## config.mk

```make
export PLATFORM = sky130hd
export DESIGN_NAME = hazardDetect
export DESIGN_NICKNAME = d
export VERILOG_FILES = /design/src/fetchPkg.sv /design/src/hazardDetect.sv
export SDC_FILE = /design/constraint.sdc
export NUM_CORES = 1
export LEC_CHECK = 0
export ABC_AREA = 1
export BUFFER_PORTS_ARGS = -buffer_cell sky130_fd_sc_hd__buf_2
export CAP_MARGIN = 20
export CORE_MARGIN = 3
export CORE_UTILIZATION = 32
export DETAILED_ROUTE_END_ITERATION = 8
export PLACE_DENSITY = 0.76
export SLEW_MARGIN = 20
export SYNTH_ARGS = -nofsm -noshare
export SYNTH_HDL_FRONTEND = slang
export SYNTH_SLANG_ARGS = --single-unit
```

## constraint.sdc

```tcl
create_clock -name vclk -period 1
set_clock_uncertainty 0.2 [all_clocks]
set_input_delay 0.05 -clock vclk [all_inputs]
set_output_delay 0.05 -clock vclk [all_outputs]
set_load 0.02 [all_outputs]
```

## src/fetchPkg.sv

```systemverilog
/*
   Shared types and constants for the fetch stage of the 16-bit pipeline.
   Opcode and register field positions follow the teaching ISA encoding.
   Only the fields that fetch needs are described here.
*/
`default_nettype none

package fetchPkg;

   typedef logic [15:0] wordT;   // Instruction or data word.
   typedef logic [15:0] addrT;   // Byte address.
   typedef logic [2:0]  regIdT;
   typedef logic [4:0]  opcodeT;

   // Instruction field positions.
   localparam int opMsb = 15;
   localparam int opLsb = 11;
   localparam int rsMsb = 10;
   localparam int rsLsb = 8;
   localparam int rtMsb = 7;
   localparam int rtLsb = 5;

   localparam int memDepthLog2 = 10;        // 1024 words.
   localparam addrT pcStep = 16'd2;

   localparam opcodeT opHalt  = 5'b00000;
   localparam opcodeT opNop   = 5'b00001;
   localparam opcodeT opJ     = 5'b00100;
   localparam opcodeT opJal   = 5'b00110;
   localparam opcodeT opAluRR = 5'b11011;
   localparam opcodeT opCmp   = 5'b11111;
   localparam opcodeT opSt    = 5'b10000;
   localparam opcodeT opStu   = 5'b10011;

   localparam wordT nopInstr = 16'h0800;

   // Top three opcode bits of jumps and branches.
   localparam logic [2:0] ctrlJumpPrefix   = 3'b001;
   localparam logic [2:0] ctrlBranchPrefix = 3'b011;

   // What one later stage holds in the current cycle.
   typedef struct packed {
      logic  regWrt;
      regIdT wrtReg;
      logic  branchInst;
   } stageInfoT;

endpackage

`default_nettype wire
```

## src/hazardDetect.sv

```systemverilog
/*
   Hazard check for the fetched word.
   Only the opcode and the Rs/Rt fields are decoded here.
   Writeback is not checked since the register file writes before it reads.
   The redirect from writeback is handled by the caller, not here.
   bubble is also high while rstN is low.
*/
`timescale 1ns/100ps
`default_nettype none

module hazardDetect import fetchPkg::*; (
   input  wordT      rawInstr,
   input  stageInfoT stageD,
   input  stageInfoT stageX,
   input  stageInfoT stageM,
   input  logic      rstN,
   output logic      bubble,
   output logic      branchInstF
);

   opcodeT opcode;
   regIdT  rsId;
   regIdT  rtId;
   logic   readsRs;
   logic   readsRt;
   logic   isCtrl;
   logic   hitD;
   logic   hitX;
   logic   hitM;
   logic   dataHazard;
   logic   ctrlInFlight;

   // True when a stage will write a register that the fetched word reads.
   function automatic logic writerHit(
      input stageInfoT st,
      input regIdT     rs,
      input regIdT     rt,
      input logic      useRs,
      input logic      useRt
   );
      logic rsMatch;
      logic rtMatch;
      rsMatch = useRs && (st.wrtReg == rs);
      rtMatch = useRt && (st.wrtReg == rt);
      return st.regWrt && (rsMatch || rtMatch);
   endfunction

   assign opcode = rawInstr[opMsb:opLsb];
   assign rsId   = rawInstr[rsMsb:rsLsb];
   assign rtId   = rawInstr[rtMsb:rtLsb];

   // Halt, NOP and the plain jumps have no register source.
   assign readsRs = !(opcode inside {opHalt, opNop, opJ, opJal});

   // Two-source formats.
   assign readsRt = opcode inside {opAluRR, opCmp, opSt, opStu};

   assign isCtrl = (opcode[4:2] == ctrlJumpPrefix) || (opcode[4:2] == ctrlBranchPrefix);

   assign hitD = writerHit(stageD, rsId, rtId, readsRs, readsRt);
   assign hitX = writerHit(stageX, rsId, rtId, readsRs, readsRt);
   assign hitM = writerHit(stageM, rsId, rtId, readsRs, readsRt);

   assign dataHazard   = hitD | hitX | hitM;
   assign ctrlInFlight = stageD.branchInst | stageX.branchInst | stageM.branchInst;

   // No issue during reset, behind a transfer, or on a source conflict.
   assign bubble = !rstN | ctrlInFlight | dataHazard;

   assign branchInstF = isCtrl & ~bubble;   // Only an issued word is flagged.

endmodule

`default_nettype wire

```

==> out/qor.csv <==
stage,metric,value,unit
worst_setup_path,crit_required,0.75,ns
yosys,yosysTopAreaCellShare,0.327,
yosys,synth-adder-area-share,0,
sta,post-route-period-util,1.26,
yosys,synth_top_family_by_area,simple AND/OR/NAND/NOR gates,
worst_setup_path,path_class,in2out,
floorplanning,io_pins,34,
layout,final_nets,148,
yosys,synth_compound_area_frac,0,
run_status,status,"complete, but fails checks",
floorplanning,coreArea,1170,um^2
worst_setup_path,cp_cell_sequence,buf_8 -> nor2_4 -> nand2_2 -> nand2_2 -> nand2_4 -> nand3_2 -> nand2_2 -> nand2_2 -> nand2_2 -> nor3_4 -> buf_6,
worst_setup_path,cp.depth,11,
power_and_ir_drop,clock_power_share,0,
grt,grt_util_all_layers,0.125,
yosys,yosysWarnings,0,
power_and_ir_drop,switching_share,0.541,
layout,drive_above_1_share,0.456,
sta,whs,0.239,ns
floorplanning,start_util,0.362,
layout,final_area,683,um^2
layout,final_common_cell,nand2_1,
power_and_ir_drop,pwr-share-comb,1.000,
layout,antennaDiodeCount,0,
power_and_ir_drop,ir_worst_vdd,0.211,mV
sta,finalCriticalPeriod,1.26,ns
drt,wirelength,1180,um
floorplanning,die_area,1800,um^2
layout,multiInputGateArea,429,um^2
power_and_ir_drop,pwr-share-seq,0,
placement,dp_hpwl,1000,um
worst_setup_path,critical-path-top-delay-family,simple AND/OR/NAND/NOR gates,
floorplanning,die_y,42.4,um
grt,antenna_found_initial,0,
power_and_ir_drop,switching_power,0.142,mW
worst_setup_path,crit_fanout,3,
yosys,syn-num-nets,117,
grt,gr-total-overflow,0,
run_status,violations,setup timing,
yosys,synth_xor_area_frac,0.227,
worst_setup_path,max_stage_delay,0.16,ns
placement,pre_cts_slack,-0.326,ns
sta,final_hold_viol_count,0,
yosys,synth_top_cells_by_area,"nand2_1, xor2_1, inv_1",
floorplanning,rows,12,
sta,slew_violations,0,
worst_setup_path,arrival,1.01,ns
worst_setup_path,worst_path_max_delay_cell,nor3_4,
layout,final_cell_mix,"nand2_1, buf_2, inv_1",
sta,setup_violations,2,
sta,setup_slack,-0.257,ns
worst_hold_path,whs_path_depth,4,
grt,grt_pass1_wl,1870,um
worst_setup_path,end_kind,primary output,
layout,syn2layout_area_growth,61.1,%
clock_network,postCtsSetupBuffers,0,
power_and_ir_drop,p_leak,0.404,nW
placement,place_area,613,um^2
yosys,synthesis.area,424,um^2
yosys,yosys.area_share.simple,0.640,
power_and_ir_drop,internal_power,0.121,mW
yosys,synth.mux.area_fraction,0,
yosys,syn-instance-count,85,
power_and_ir_drop,p_per_area,384,nW/um^2
sta,clock.fmax,796,MHz
layout,nFillCells,117,
drt,vias,557,
layout,nClkBuffers,0,
drt,dr.pass1.iters,4,
worst_setup_path,cp-start-kind,input pin,
run,drv_cap,0,
layout,final_util,0.583,
worst_setup_path,crit_buf_inv,2,
yosys,avgSynthCellArea,4.99,um^2
grt,grt_max_degree,5,
yosys,ys_seq_area_frac,0,
sta,worstMarginPinSlew,0.249,ns
grt,grt_pass1_vias,496,
drt,vias_per_cell,4.35,
floorplanning,dieWidth,42.4,um
sta,grt_setup_unrepaired,yes,
layout,regArea,0,um^2
clock_network,cts_hold_buf,0,
sta,timing.setup.tns,-0.429,ns
placement,gp_congestion,0.745,
placement,io_buffers,29,
layout,design.seq.count,0,
worst_setup_path,path_common_cell,nand2_2,
worst_hold_path,hp-class,in2out,
yosys,yosysTopAreaCell,nand2_1,
drt,wl_per_cell,9.23,um
drt,drt.antenna.violating_nets,0,
yosys,synth.distinct_cells,13,
sta,relSlewSlack,0.832,
drt,drc_errors,0,
drt,drtIter0Drc,5,
## per-stage QoR
step / cells / total power [mW]
after floorplan: 85 / 0.129
after global placement: 128 / 0.226
after detailed placement: 128 / 0.232
after CTS: 128 / 0.251
after global routing: 128 / 0.289
final: 128 / 0.263
## cell families (layout without fill, tap and decap cells)
group / count (synthesis) / in the layout
xor gates and xnor gates: 11 / 11
buffers and inverters: 15 / 44
and+or+nand+nor: 59 / 59
## routing by layer
| layer | up-vias | track usage | share of wire |
|---|---|---|---|
| li1 | 309 | - | - |
| met1 | 236 | 0.143 | 0.40 |
| met2 | 12 | 0.264 | 0.56 |
| met3 | 0 | 0 | 0.040 |
| met4 | 0 | 0 | 0 |
| met5 | - | 0 | 0 |
## timing repair
action / in CTS / in global routing
resized for setup: 14 / 7
pin swaps: 9 / 8
endpoints found under the setup margin: 2 / 2
## worst min-delay path, cell delays in order
cell and delay, ns:
buf_2 0.08, nand2_2 0.06, nand4_1 0.06, buf_4 0.13
## cell type report
type,instances,share of cell area
Inverter,15,0.0824
Multi-Input combinational cell,70,0.628
Tap cell,14,0.0256
Timing Repair Buffer,29,0.264
## power by group through the flow
stage | logic, mW | registers [mW] | clock network (mW)
2_1_floorplan | 0.129 | 0 | 0
4_1_cts | 0.251 | 0 | 0
5_1_grt | 0.289 | 0 | 0
3_3_place_gp | 0.226 | 0 | 0
3_5_place_dp | 0.232 | 0 | 0
6_report | 0.263 | 0 | 0
## cells in the mapped netlist
cell     instances
inv_1           13
inv_2            2
nand2_1         37
nand2_2          4
nand3_1          4
nand3_2          1
nand4_1          1
nor2_1           9
nor2_2           1
nor3_2           1
nor4_4           1
xnor2_1          4
xor2_1           7
## path summary, 6_finish.rpt
kind | endpoint | start | slack [ns]
max | branchInstF | rawInstr[14] | -0.26
min | bubble | stageD[4] | 0.24
No activity file was read; power rests on OpenSTA's default activity.
