--- src/fetchPkg.sv ---
/*
   Shared types and constants for the fetch stage of the 16-bit pipeline.
   Opcode and register field positions follow the teaching ISA encoding.
   Only the fields that fetch needs are described here.
*/
`default_nettype none

package fetchPkg;

   typedef logic [15:0] wordT;   // Instruction or data word.
   typedef logic [15:0] addrT;   // Byte address.
   typedef logic [2:0]  regIdT;
   typedef logic [4:0]  opcodeT;

   // Instruction field positions.
   localparam int opMsb = 15;
   localparam int opLsb = 11;
   localparam int rsMsb = 10;
   localparam int rsLsb = 8;
   localparam int rtMsb = 7;
   localparam int rtLsb = 5;

   localparam int memDepthLog2 = 10;        // 1024 words.
   localparam addrT pcStep = 16'd2;

   localparam opcodeT opHalt  = 5'b00000;
   localparam opcodeT opNop   = 5'b00001;
   localparam opcodeT opJ     = 5'b00100;
   localparam opcodeT opJal   = 5'b00110;
   localparam opcodeT opAluRR = 5'b11011;
   localparam opcodeT opCmp   = 5'b11111;
   localparam opcodeT opSt    = 5'b10000;
   localparam opcodeT opStu   = 5'b10011;

   localparam wordT nopInstr = 16'h0800;

   // Top three opcode bits of jumps and branches.
   localparam logic [2:0] ctrlJumpPrefix   = 3'b001;
   localparam logic [2:0] ctrlBranchPrefix = 3'b011;

   // What one later stage holds in the current cycle.
   typedef struct packed {
      logic  regWrt;
      regIdT wrtReg;
      logic  branchInst;
   } stageInfoT;

endpackage

`default_nettype wire
--- src/cla16.sv ---
/*
   16-bit carry-lookahead adder, four 4-bit lookahead groups.
   ofl is the unsigned overflow, i.e. the carry out of bit 15.
   Signed overflow is not reported.
*/
`timescale 1ns/100ps
`default_nettype none

module cla16 import fetchPkg::*; (
   input  wordT a,
   input  wordT b,
   input  logic cIn,
   output wordT sum,
   output logic cOut,
   output logic ofl
);

   wordT       g;
   wordT       p;
   wordT       carry;     // Carry into each bit.
   logic [3:0] grpG;
   logic [3:0] grpP;
   logic [4:0] grpC;      // Carry into each group, plus final carry.

   assign g = a & b;
   assign p = a ^ b;

   for (genvar k = 0; k < 4; k++) begin : gGroup
      logic [3:0] gs;
      logic [3:0] ps;

      assign gs = g[4*k +: 4];
      assign ps = p[4*k +: 4];

      // Lookahead carries inside the group.
      assign carry[4*k]   = grpC[k];
      assign carry[4*k+1] = gs[0] | (ps[0] & grpC[k]);
      assign carry[4*k+2] = gs[1] | (ps[1] & gs[0]) | (ps[1] & ps[0] & grpC[k]);
      assign carry[4*k+3] = gs[2] | (ps[2] & gs[1]) | (ps[2] & ps[1] & gs[0])
                          | (ps[2] & ps[1] & ps[0] & grpC[k]);

      assign grpG[k] = gs[3] | (ps[3] & gs[2]) | (ps[3] & ps[2] & gs[1])
                     | (ps[3] & ps[2] & ps[1] & gs[0]);
      assign grpP[k] = &ps;
   end

   // Second level of lookahead across the groups.
   assign grpC[0] = cIn;
   assign grpC[1] = grpG[0] | (grpP[0] & cIn);
   assign grpC[2] = grpG[1] | (grpP[1] & grpG[0]) | (grpP[1] & grpP[0] & cIn);
   assign grpC[3] = grpG[2] | (grpP[2] & grpG[1]) | (grpP[2] & grpP[1] & grpG[0])
                  | (grpP[2] & grpP[1] & grpP[0] & cIn);
   assign grpC[4] = grpG[3] | (grpP[3] & grpG[2]) | (grpP[3] & grpP[2] & grpG[1])
                  | (grpP[3] & grpP[2] & grpP[1] & grpG[0])
                  | (grpP[3] & grpP[2] & grpP[1] & grpP[0] & cIn);

   assign sum  = p ^ carry;
   assign cOut = grpC[4];
   assign ofl  = grpC[4];   // Unsigned operands, so overflow is the carry out.

   // Lookahead network against a plain add.
   always_comb begin
      assert final ({cOut, sum} == ({1'b0, a} + {1'b0, b} + {16'd0, cIn}))
         else $error("cla16: %h + %h + %b gave %b_%h", a, b, cIn, cOut, sum);
   end

endmodule

`default_nettype wire

--- config.mk ---
export PLATFORM = sky130hd
export DESIGN_NAME = cla16
export DESIGN_NICKNAME = d
export VERILOG_FILES = /design/src/fetchPkg.sv /design/src/cla16.sv
export SDC_FILE = /design/constraint.sdc
export NUM_CORES = 1
export LEC_CHECK = 0
export BUFFER_PORTS_ARGS = -buffer_cell sky130_fd_sc_hd__buf_4
export CAP_MARGIN = 20
export CORE_MARGIN = 1.5
export CORE_UTILIZATION = 40
export DETAILED_ROUTE_END_ITERATION = 10
export PLACE_DENSITY_LB_ADDON = 0.1
export SYNTH_ARGS = -nofsm -noshare
export SYNTH_HDL_FRONTEND = slang
export SYNTH_SLANG_ARGS = --single-unit
export TNS_END_PERCENT = 20
--- constraint.sdc ---
create_clock -name vclk -period 2.2
set_input_delay 0.11 -clock vclk [all_inputs]
set_output_delay 0.11 -clock vclk [all_outputs]
set_load 0.02 [all_outputs]
==> results of run 1 <==
what timing repair did:
action / in CTS / in global routing
hold endpoints to repair: 0 / 0
gates resized for setup: 12 / 12
setup endpoints to repair: 4 / 4
pin swaps: 11 / 11
setup buffers: 1 / 1
power breakdown:
group | total [mW] | leakage, nW | internal (mW) | switching (mW)
Sequential | 0 | 0 | 0 | 0
Clock | 0 | 0 | 0 | 0
Combinational | 0.543 | 0.687 | 0.275 | 0.268
per-layer routing:
| metal | vias up | GRT usage (%) | wire length (um) |
|---|---|---|---|
| met4 | 0 | 1.76 | 65 |
| li1 | 461 | - | - |
| met2 | 34 | 43.4 | 1370 |
| met1 | 412 | 22.4 | 805 |
| met5 | - | 0 | 0 |
| met3 | 6 | 1.59 | 115 |
placed cells by master, fill, tap and decap left out, drive strengths merged:
cell type	n
inv	12
o311ai	1
buf	66
a221oi	1
a211oi	2
o221a	1
a21o	1
o211ai	2
or2	2
o31ai	1
and2	1
or4b	1
o21ai	6
o21bai	1
xor2	5
nand2	2
o221ai	1
nand3	1
nor2	7
o21a	1
o211a	1
nand4	2
fa	4
nor2b	1
and3	2
a21oi	6
xnor2	6
a221o	1
nor3	1
ha	16
mux2i	1
logic make-up after synthesis:
| group | Yosys count |
|---|---|
| mux | 1 |
| compound gates | 26 |
| simple gates | 20 |
| xor+xnor | 11 |
| buf+inv | 13 |
| fa+ha+maj | 20 |
layout make-up:
cell class | count | area [um^2]
Multi-Input combinational cell | 78 | 820
Timing Repair Buffer | 66 | 518
Tap cell | 25 | 31.3
Inverter | 12 | 45.0
Fill cell | 109 | 294
through the flow:
step                hold slack [ns]  instance area (um^2)
floorplan                     0.476                   733
global placement              0.591                  1240
detailed placement            0.591                  1240
CTS                           0.610                  1330
global route                  0.634                  1410
finish                        0.614                  1410
worst max-delay path, cell delays in order:
cell,delay (ns)
buf_4,0.12
ha_4,0.22
and3_4,0.16
a221o_1,0.33
o211a_1,0.27
nor2_4,0.13
o31ai_4,0.07
fa_2,0.55
buf_6,0.11
final timing paths:
path,from,end,slack [ns],depth (start not counted)
setup / recovery,a[2],sum[12],0.02,9
hold / removal,b[8],sum[8],0.61,3
==> metrics.md, run 1 <==
| Metric | Value |
|---|---|
| Outcome | finished clean |
| Vias/cell | 5.04 |
| DRT antenna net count | 0 |
| Die X | between 40 and 50 um |
| GR Overflow Total | 0 |
| PortBufs | a little over 50 |
| Cell taking the most area after synthesis | ha_1 |
| Avg Inst Size Synth | between 7 and 8 um^2 |
| Final min period | ~2.2 ns |
| Max Cap Viol | 0 |
| Simple-gate share of the synthesized area | about 15% |
| Post-synth top cells | ha_1, inv_1, nor2_1 |
| Crit start category | primary input |
| Tot Pwr | roughly 0.54 mW |
| Initial Util | a little over two fifths |
| Placement Setup Slack | -0.195 ns |
| I/O pin count | 51 |
| Syn nets | approximately 140 |
| Seq. cell area | 0 um^2 |
| Area share of the largest cell type after synthesis | approximately 28% |
| Area grow syn2layout | 94.8% |
| Seq cells | 0 |
| Static Leak | 0.687 nW |
| Synth cell types | 33 |
| Rel. slew slack | roughly two thirds |
| Worst hold path type | in2out |
| Vias in the first global route | roughly 840 |
| Antenna diodes | 0 |
| DRC viols | 0 |
| Die H | roughly 46 um |
| Final Hold Viols | 0 |
| Worst Path Max Fanout | 3 |
| Setup Total Neg Slack | 0 ns |
| Layout cell share with drive strength beyond 1 | between 50% and 60% |
| Clock buf count | 0 |
| Final core occ | roughly 83% |
| Worst slew pin tran | between 0.4 and 0.5 ns |
| Dominant cells by area after synthesis | ha_1, fa_1, xnor2_1, inv_1, xor2_1 |
| Part of the cycle the worst path needs | ~100% |
| Syn. warnings | 0 |
| GRT Total Usage | between 20% and 30% |
| Nets@finish | 211 |
| First-pass GRT wire length | 3310 um |
| Post-synthesis compound-gate area fraction | 24.5% |
| Fin. max-slew vios | 0 |
| Setup WS post-layout | between 0.015 and 0.02 ns |
| Total number of vias | ~910 |
| Cell count after synthesis | 91 |
| Cells after DPL | around 180 |
| Post-Route WL | 2350 um |
| Power Dens Cells | 384 nW/um^2 |
| Post-DP HPWL | between 1500 and 2000 um |
| Post-Synth XOR/XNOR Area | between 10% and 20% |
| Crit path capture type | primary output |
| RSZ-0062 raised after global routing | true |
| Antenna violations before repair | 0 |
| Row count | 15 |
| Initial DRC count | 10 |
| Drt pass-1 iters | 4 |
| Largest net degree at the start of global routing | 8 |
| F_max | ~460 MHz |
| Most common cell in the synthesized netlist | ha_1 |
| Routed len/inst | about 13 um |
| Hold Buf Count CTS | 0 |
| Crit path DAT | about 2.1 ns |
| Fraction of synthesized area in multiplexers | roughly 1.4% |
| Core area | approximately 1700 um^2 |
| CP required | about 2.1 ns |
| Critical path class | in2out |
| Post-synthesis adder-cell area fraction | approximately two fifths |
| Setup violations, final | 0 |
| Layout Cells excl Fill | ~180 |
| Sequential-to-total area share from yosys stat | 0% |
| Die area | slightly above 2000 um^2 |
| Worst vdd ir | about 0.24 mV |
| Mapped Area | about 730 um^2 |
| Largest family of logic cells by synthesized area | adder cells |
| Routability cong. | approximately 0.8 |
(Power assumes the default switching activity.)
==> run 2, diff against run 1 <==
- clock period: 2.2 -> 2 ns (I/O delays scaled with it)
==> run 2 against run 1 <==
- count of clock-buffer cells in the layout unchanged
- flip-flop and latch count is the same
- highest routed layer unchanged
- the run now ends with negative setup slack left
- power grew 8.0%
- cell area down 1.3%
- setup slack got worse by 0.18 ns
- combinational power increased by 7.9%
- via count rose by 2.0%
- routed wire length down 13%
- global-route usage fell by 1.1 points
- largest power group unchanged
- worst hold slack worse by 0.011 ns
==> metrics.md, run 2 (synthesis results as in run 1) <==
| Metric | Value |
|---|---|
| DRC viols | 0 |
| Post-DP HPWL | 1700 um |
| Routability cong. | ~0.79 |
| GR Overflow Total | 0 |
| Part of the cycle the worst path needs | 108% |
| Crit path DAT | 2.06 ns |
| Vias in the first global route | 806 |
| CP required | around 1.9 ns |
| Die area | 2080 um^2 |
| Max Cap Viol | 0 |
| Static Leak | approximately 0.68 nW |
| Die X | ~46 um |
| Row count | 15 |
| F_max | roughly 460 MHz |
| Tot Pwr | 0.586 mW |
| Initial DRC count | 16 |
| Crit start category | primary input |
| Nets@finish | 210 |
| Outcome | finished, violations left |
| GRT Total Usage | between 10% and 20% |
| Fin. max-slew vios | 0 |
| Setup WS post-layout | -0.158 ns |
| Vias/cell | between 5 and 6 |
| Die H | between 40 and 50 um |
| Critical path class | in2out |
| Crit path capture type | primary output |
| Worst Path Max Fanout | 3 |
| Antenna violations before repair | 0 |
| Seq. cell area | 0 um^2 |
| Total number of vias | approximately 930 |
| Layout cell share with drive strength beyond 1 | between 50 and 60% |
| Clock buf count | 0 |
| Final Hold Viols | 0 |
| RSZ-0062 raised after global routing | true |
| First-pass GRT wire length | between 3000 and 4000 um |
| Antenna diodes | 0 |
| Worst vdd ir | about 0.28 mV |
| Routed len/inst | approximately 11 um |
| Hold Buf Count CTS | 0 |
| Power Dens Cells | about 420 nW/um^2 |
| Worst hold path type | in2out |
| Initial Util | a little over two fifths |
| PortBufs | 51 |
| Area grow syn2layout | 92.2% |
| Placement Setup Slack | -0.271 ns |
| Rel. slew slack | around four fifths |
| Setup Total Neg Slack | -0.513 ns |
| Core area | 1710 um^2 |
| Commonest cells after routing, fill and taps aside | buf_4, inv_1, ha_1 |
| Seq cells | 0 |
| Final min period | around 2.2 ns |
| Failing checks | negative setup slack |
| Worst slew pin tran | about 0.29 ns |
| Post-Route WL | 2040 um |
| Layout Cells excl Fill | 180 |
| DRT antenna net count | 0 |
| Cells after DPL | 177 |
| Leading cell type in the layout, fill and taps excluded | buf_4 |
| Drt pass-1 iters | 4 |
| I/O pin count | between 50 and 60 |
| Largest net degree at the start of global routing | 8 |
| Setup violations, final | 7 |
[run 2: cell count changes in the layout (fill, tap and decap cells not counted), sizes merged]
cell / delta
buf: -1
[run 2: area by class of cell]
type,instances,area [um^2]
fill,125,313
inverter,12,45.0
multi-input combinational,78,793
timing repair buffer,65,526
tap,25,31.3
[run 2: stage by stage]
step                hold slack [ns]  cell area (um^2)  util, %
global placement              0.581              1310     76.5
finish                        0.603              1400     81.7
floorplan                     0.446               817        -
detailed placement            0.579              1310     76.5
CTS                           0.601              1350     79.2
global route                  0.626              1400     81.7
[run 2: routing by layer]
metal,vias up,routed length [um],global-route usage [%]
met3,2,157,0.397
met1,421,803,24.6
met4,0,14,4.12
met5,-,0,0
li1,461,-,-
met2,47,1070,36.6
[run 2: final timing paths]
kind                  startpoint      end  slack (ns)  depth (start not counted)
worst min-delay path       b[12]  sum[12]        0.60                          3
worst max-delay path        b[3]  sum[13]       -0.16                         10
[run 2: what timing repair did]
| item | in CTS | in global routing |
|---|---|---|
| setup buffers | 1 | 2 |
| gates resized for setup | 12 | 7 |
| pin swaps | 7 | 7 |
| setup endpoints to repair | 5 | 12 |
[run 2: where the power goes]
group | internal (mW) | switching (mW) | leakage, nW
clock network | 0 | 0 | 0
registers | 0 | 0 | 0
logic | 0.301 | 0.285 | 0.684
total | 0.301 | 0.285 | 0.684
[run 2: worst max-delay path, cell delays in order]
cell and delay (ns):
buf_6 0.10, ha_4 0.23, and3_4 0.17, a221o_1 0.32, o211a_1 0.25, nor2_2 0.12, o31ai_2 0.08, fa_2 0.39
xor2_4 0.16, buf_6 0.13
==> run 3, diff against run 2 <==
--- a/config.mk
+++ b/config.mk
@@ -12,4 +12,5 @@
 export DETAILED_ROUTE_END_ITERATION = 10
 export PLACE_DENSITY_LB_ADDON = 0.1
+export REMOVE_ABC_BUFFERS = 1
 export SYNTH_ARGS = -nofsm -noshare
 export SYNTH_HDL_FRONTEND = slang
==> constraint.sdc (replaced) <==
create_clock -name vclk -period 2
set_input_delay 0.6 -clock vclk [all_inputs]
set_output_delay 0.6 -clock vclk [all_outputs]
set_load 0.02 [all_outputs]
==> run 3 against run 2 <==
- the run still ends with negative setup slack left
- routed wire length grew 61%
- sequential share of layout area unchanged
- cell area up 10%
- count of clock-buffer cells in the layout stayed put
- non-clock buffer count rose by 14
- highest routed layer unchanged
- setup slack got worse by 1.1 ns
- maximum frequency down 33%
==> metrics.md, run 3 (synthesis results as in run 1) <==
| Metric | Value |
|---|---|
| Outcome | finished, violations left |
| Failing checks | negative setup slack |
| Area grow syn2layout | 112% |
| Commonest cells after routing, fill and taps aside | buf_4, buf_6, inv_1 |
| Tot Pwr | about 0.68 mW |
| P_sw | about 0.33 mW |
| Layout filler cell count | just under 80 |
| Seq cells | 0 |
| Crit start category | primary input |
| Layout cell share with drive strength beyond 1 | 61.5% |
| Post-route cell area | approximately 1500 um^2 |
| Total number of vias | between 1000 and 1500 |
| Power Dens Cells | 441 nW/um^2 |
| GRT Total Usage | 30.9% |
| Routed len/inst | between 15 and 20 um |
| Crit path DAT | between 2 and 3 ns |
| Antenna violations before repair | 0 |
| Switching fraction of total power | roughly half |
| First-pass GRT wire length | 4690 um |
| Placed cell area | 1330 um^2 |
| Largest net degree at the start of global routing | 7 |
| Vias/cell | about 5.4 |
| Pint | about 0.35 mW |
| Final Hold Viols | 0 |
| Leading cell type in the layout, fill and taps excluded | buf_4 |
| Post-Route WL | 3290 um |
| Die X | between 40 and 50 um |
| Critical path class | in2out |
| GR Overflow Total | 0 |
| DRT antenna net count | 0 |
| Clock power frac | 0% |
| Routability cong. | around 0.77 |
| Worst slew pin tran | about 0.37 ns |
| Worst Hold Launch | b[4] |
| Die area | between 2000 and 2500 um^2 |
| Setup violations, final | 17 |
| Part of the cycle the worst path needs | 161% |
| Vias in the first global route | 1076 |
| Row count | 15 |
| Worst Path Max Fanout | 2 |
| Rel. slew slack | between 70% and 80% |
| Nets@finish | ~220 |
| Fin. max-slew vios | 0 |
| Worst vdd ir | 0.303 mV |
| Clock buf count | 0 |
| CP startpoint | b[0] |
| Initial Util | 42.5% |
| Power share of the sequential group | 0% |
| Crit path capture type | primary output |
| Final min period | between 3 and 4 ns |
| Worst hold path type | in2out |
| Hold Buf Count CTS | 0 |
| Antenna diodes | 0 |
| DRC viols | 0 |
| I/O pin count | 51 |
| CP required | between 1 and 1.5 ns |
| F_max | 310 MHz |
| RSZ-0062 raised after global routing | true |
| Drt pass-1 iters | 4 |
| Core area | 1710 um^2 |
| Static Leak | around 0.76 nW |
| Initial DRC count | 12 |
| Post-DP HPWL | about 1800 um |
| Setup WS post-layout | -1.23 ns |
| PortBufs | 51 |
| Seq. cell area | 0 um^2 |
| Logic pwr share | 100.0% |
| Max Cap Viol | 0 |
| Die H | between 40 and 50 um |
-- run 3: changes by cell type in the layout (fill, tap and decap cells not counted), moves of 2 or more --
| cell | change |
|---|---|
| buf_4 | +13 |
| inv_2 | +2 |
| ha_1 | -2 |
| inv_1 | -2 |
| ha_4 | +2 |
| xor2_1 | +2 |
-- run 3: power by group through the flow --
stage	Clock, mW	Sequential (mW)	Combinational [mW]
global route	0	0	0.719
finish	0	0	0.680
CTS	0	0	0.613
floorplan	0	0	0.291
global placement	0	0	0.539
detailed placement	0	0	0.551
-- run 3: final cells by class --
type	count	area, um^2	area share (%)
Inverter	12	45.0	2.92
Multi-Input combinational cell	78	830	53.9
Timing Repair Buffer	79	634	41.2
Tap cell	25	31.3	2.03
-- run 3: path summary, 6_finish.rpt --
kind | slack, ns | to | cells past startpoint
setup / recovery | -1.23 | sum[10] | 9
hold / removal | 1.61 | sum[4] | 3
-- run 3: routing by layer --
metal  part of all wire (%)  wire, um  global-route usage [%]  vias up
met3                    4.9       162                    2.78        8
li1                       -         -                       -      489
met2                     57      1860                    60.8       47
met4                    1.9        63                    9.41        0
met5                      0         0                       0        -
met1                     37      1200                    33.7      500
-- run 3: stage by stage --
stage / util, % / setup TNS, ns / std cells / hold WS, ns / setup WS, ns
2_1_floorplan: - / -13.01 / 90 / 1.46 / -1.22
3_3_place_gp: 77.7 / -15.29 / 192 / 1.57 / -1.30
3_5_place_dp: 77.7 / -15.89 / 192 / 1.58 / -1.35
4_1_cts: 87.6 / -14.63 / 194 / 1.61 / -1.16
5_1_grt: 90.2 / -16.85 / 194 / 1.62 / -1.29
6_report: 90.2 / -16.11 / 194 / 1.61 / -1.23
-- run 3: worst max-delay path, cell delays in order --
cell and delay (ns):
buf_6 0.10, ha_4 0.23, a21o_1 0.19, a221o_1 0.33
o211a_1 0.27, buf_4 0.14, or4b_4 0.49, o311ai_4 0.10
buf_6 0.16
-- run 3: repair_timing --
action                     CTS  global route
pin swaps                   18            10
setup endpoints to repair   18            18
buffers inserted             3             1
resized for setup           28             9
cloned                       0             0
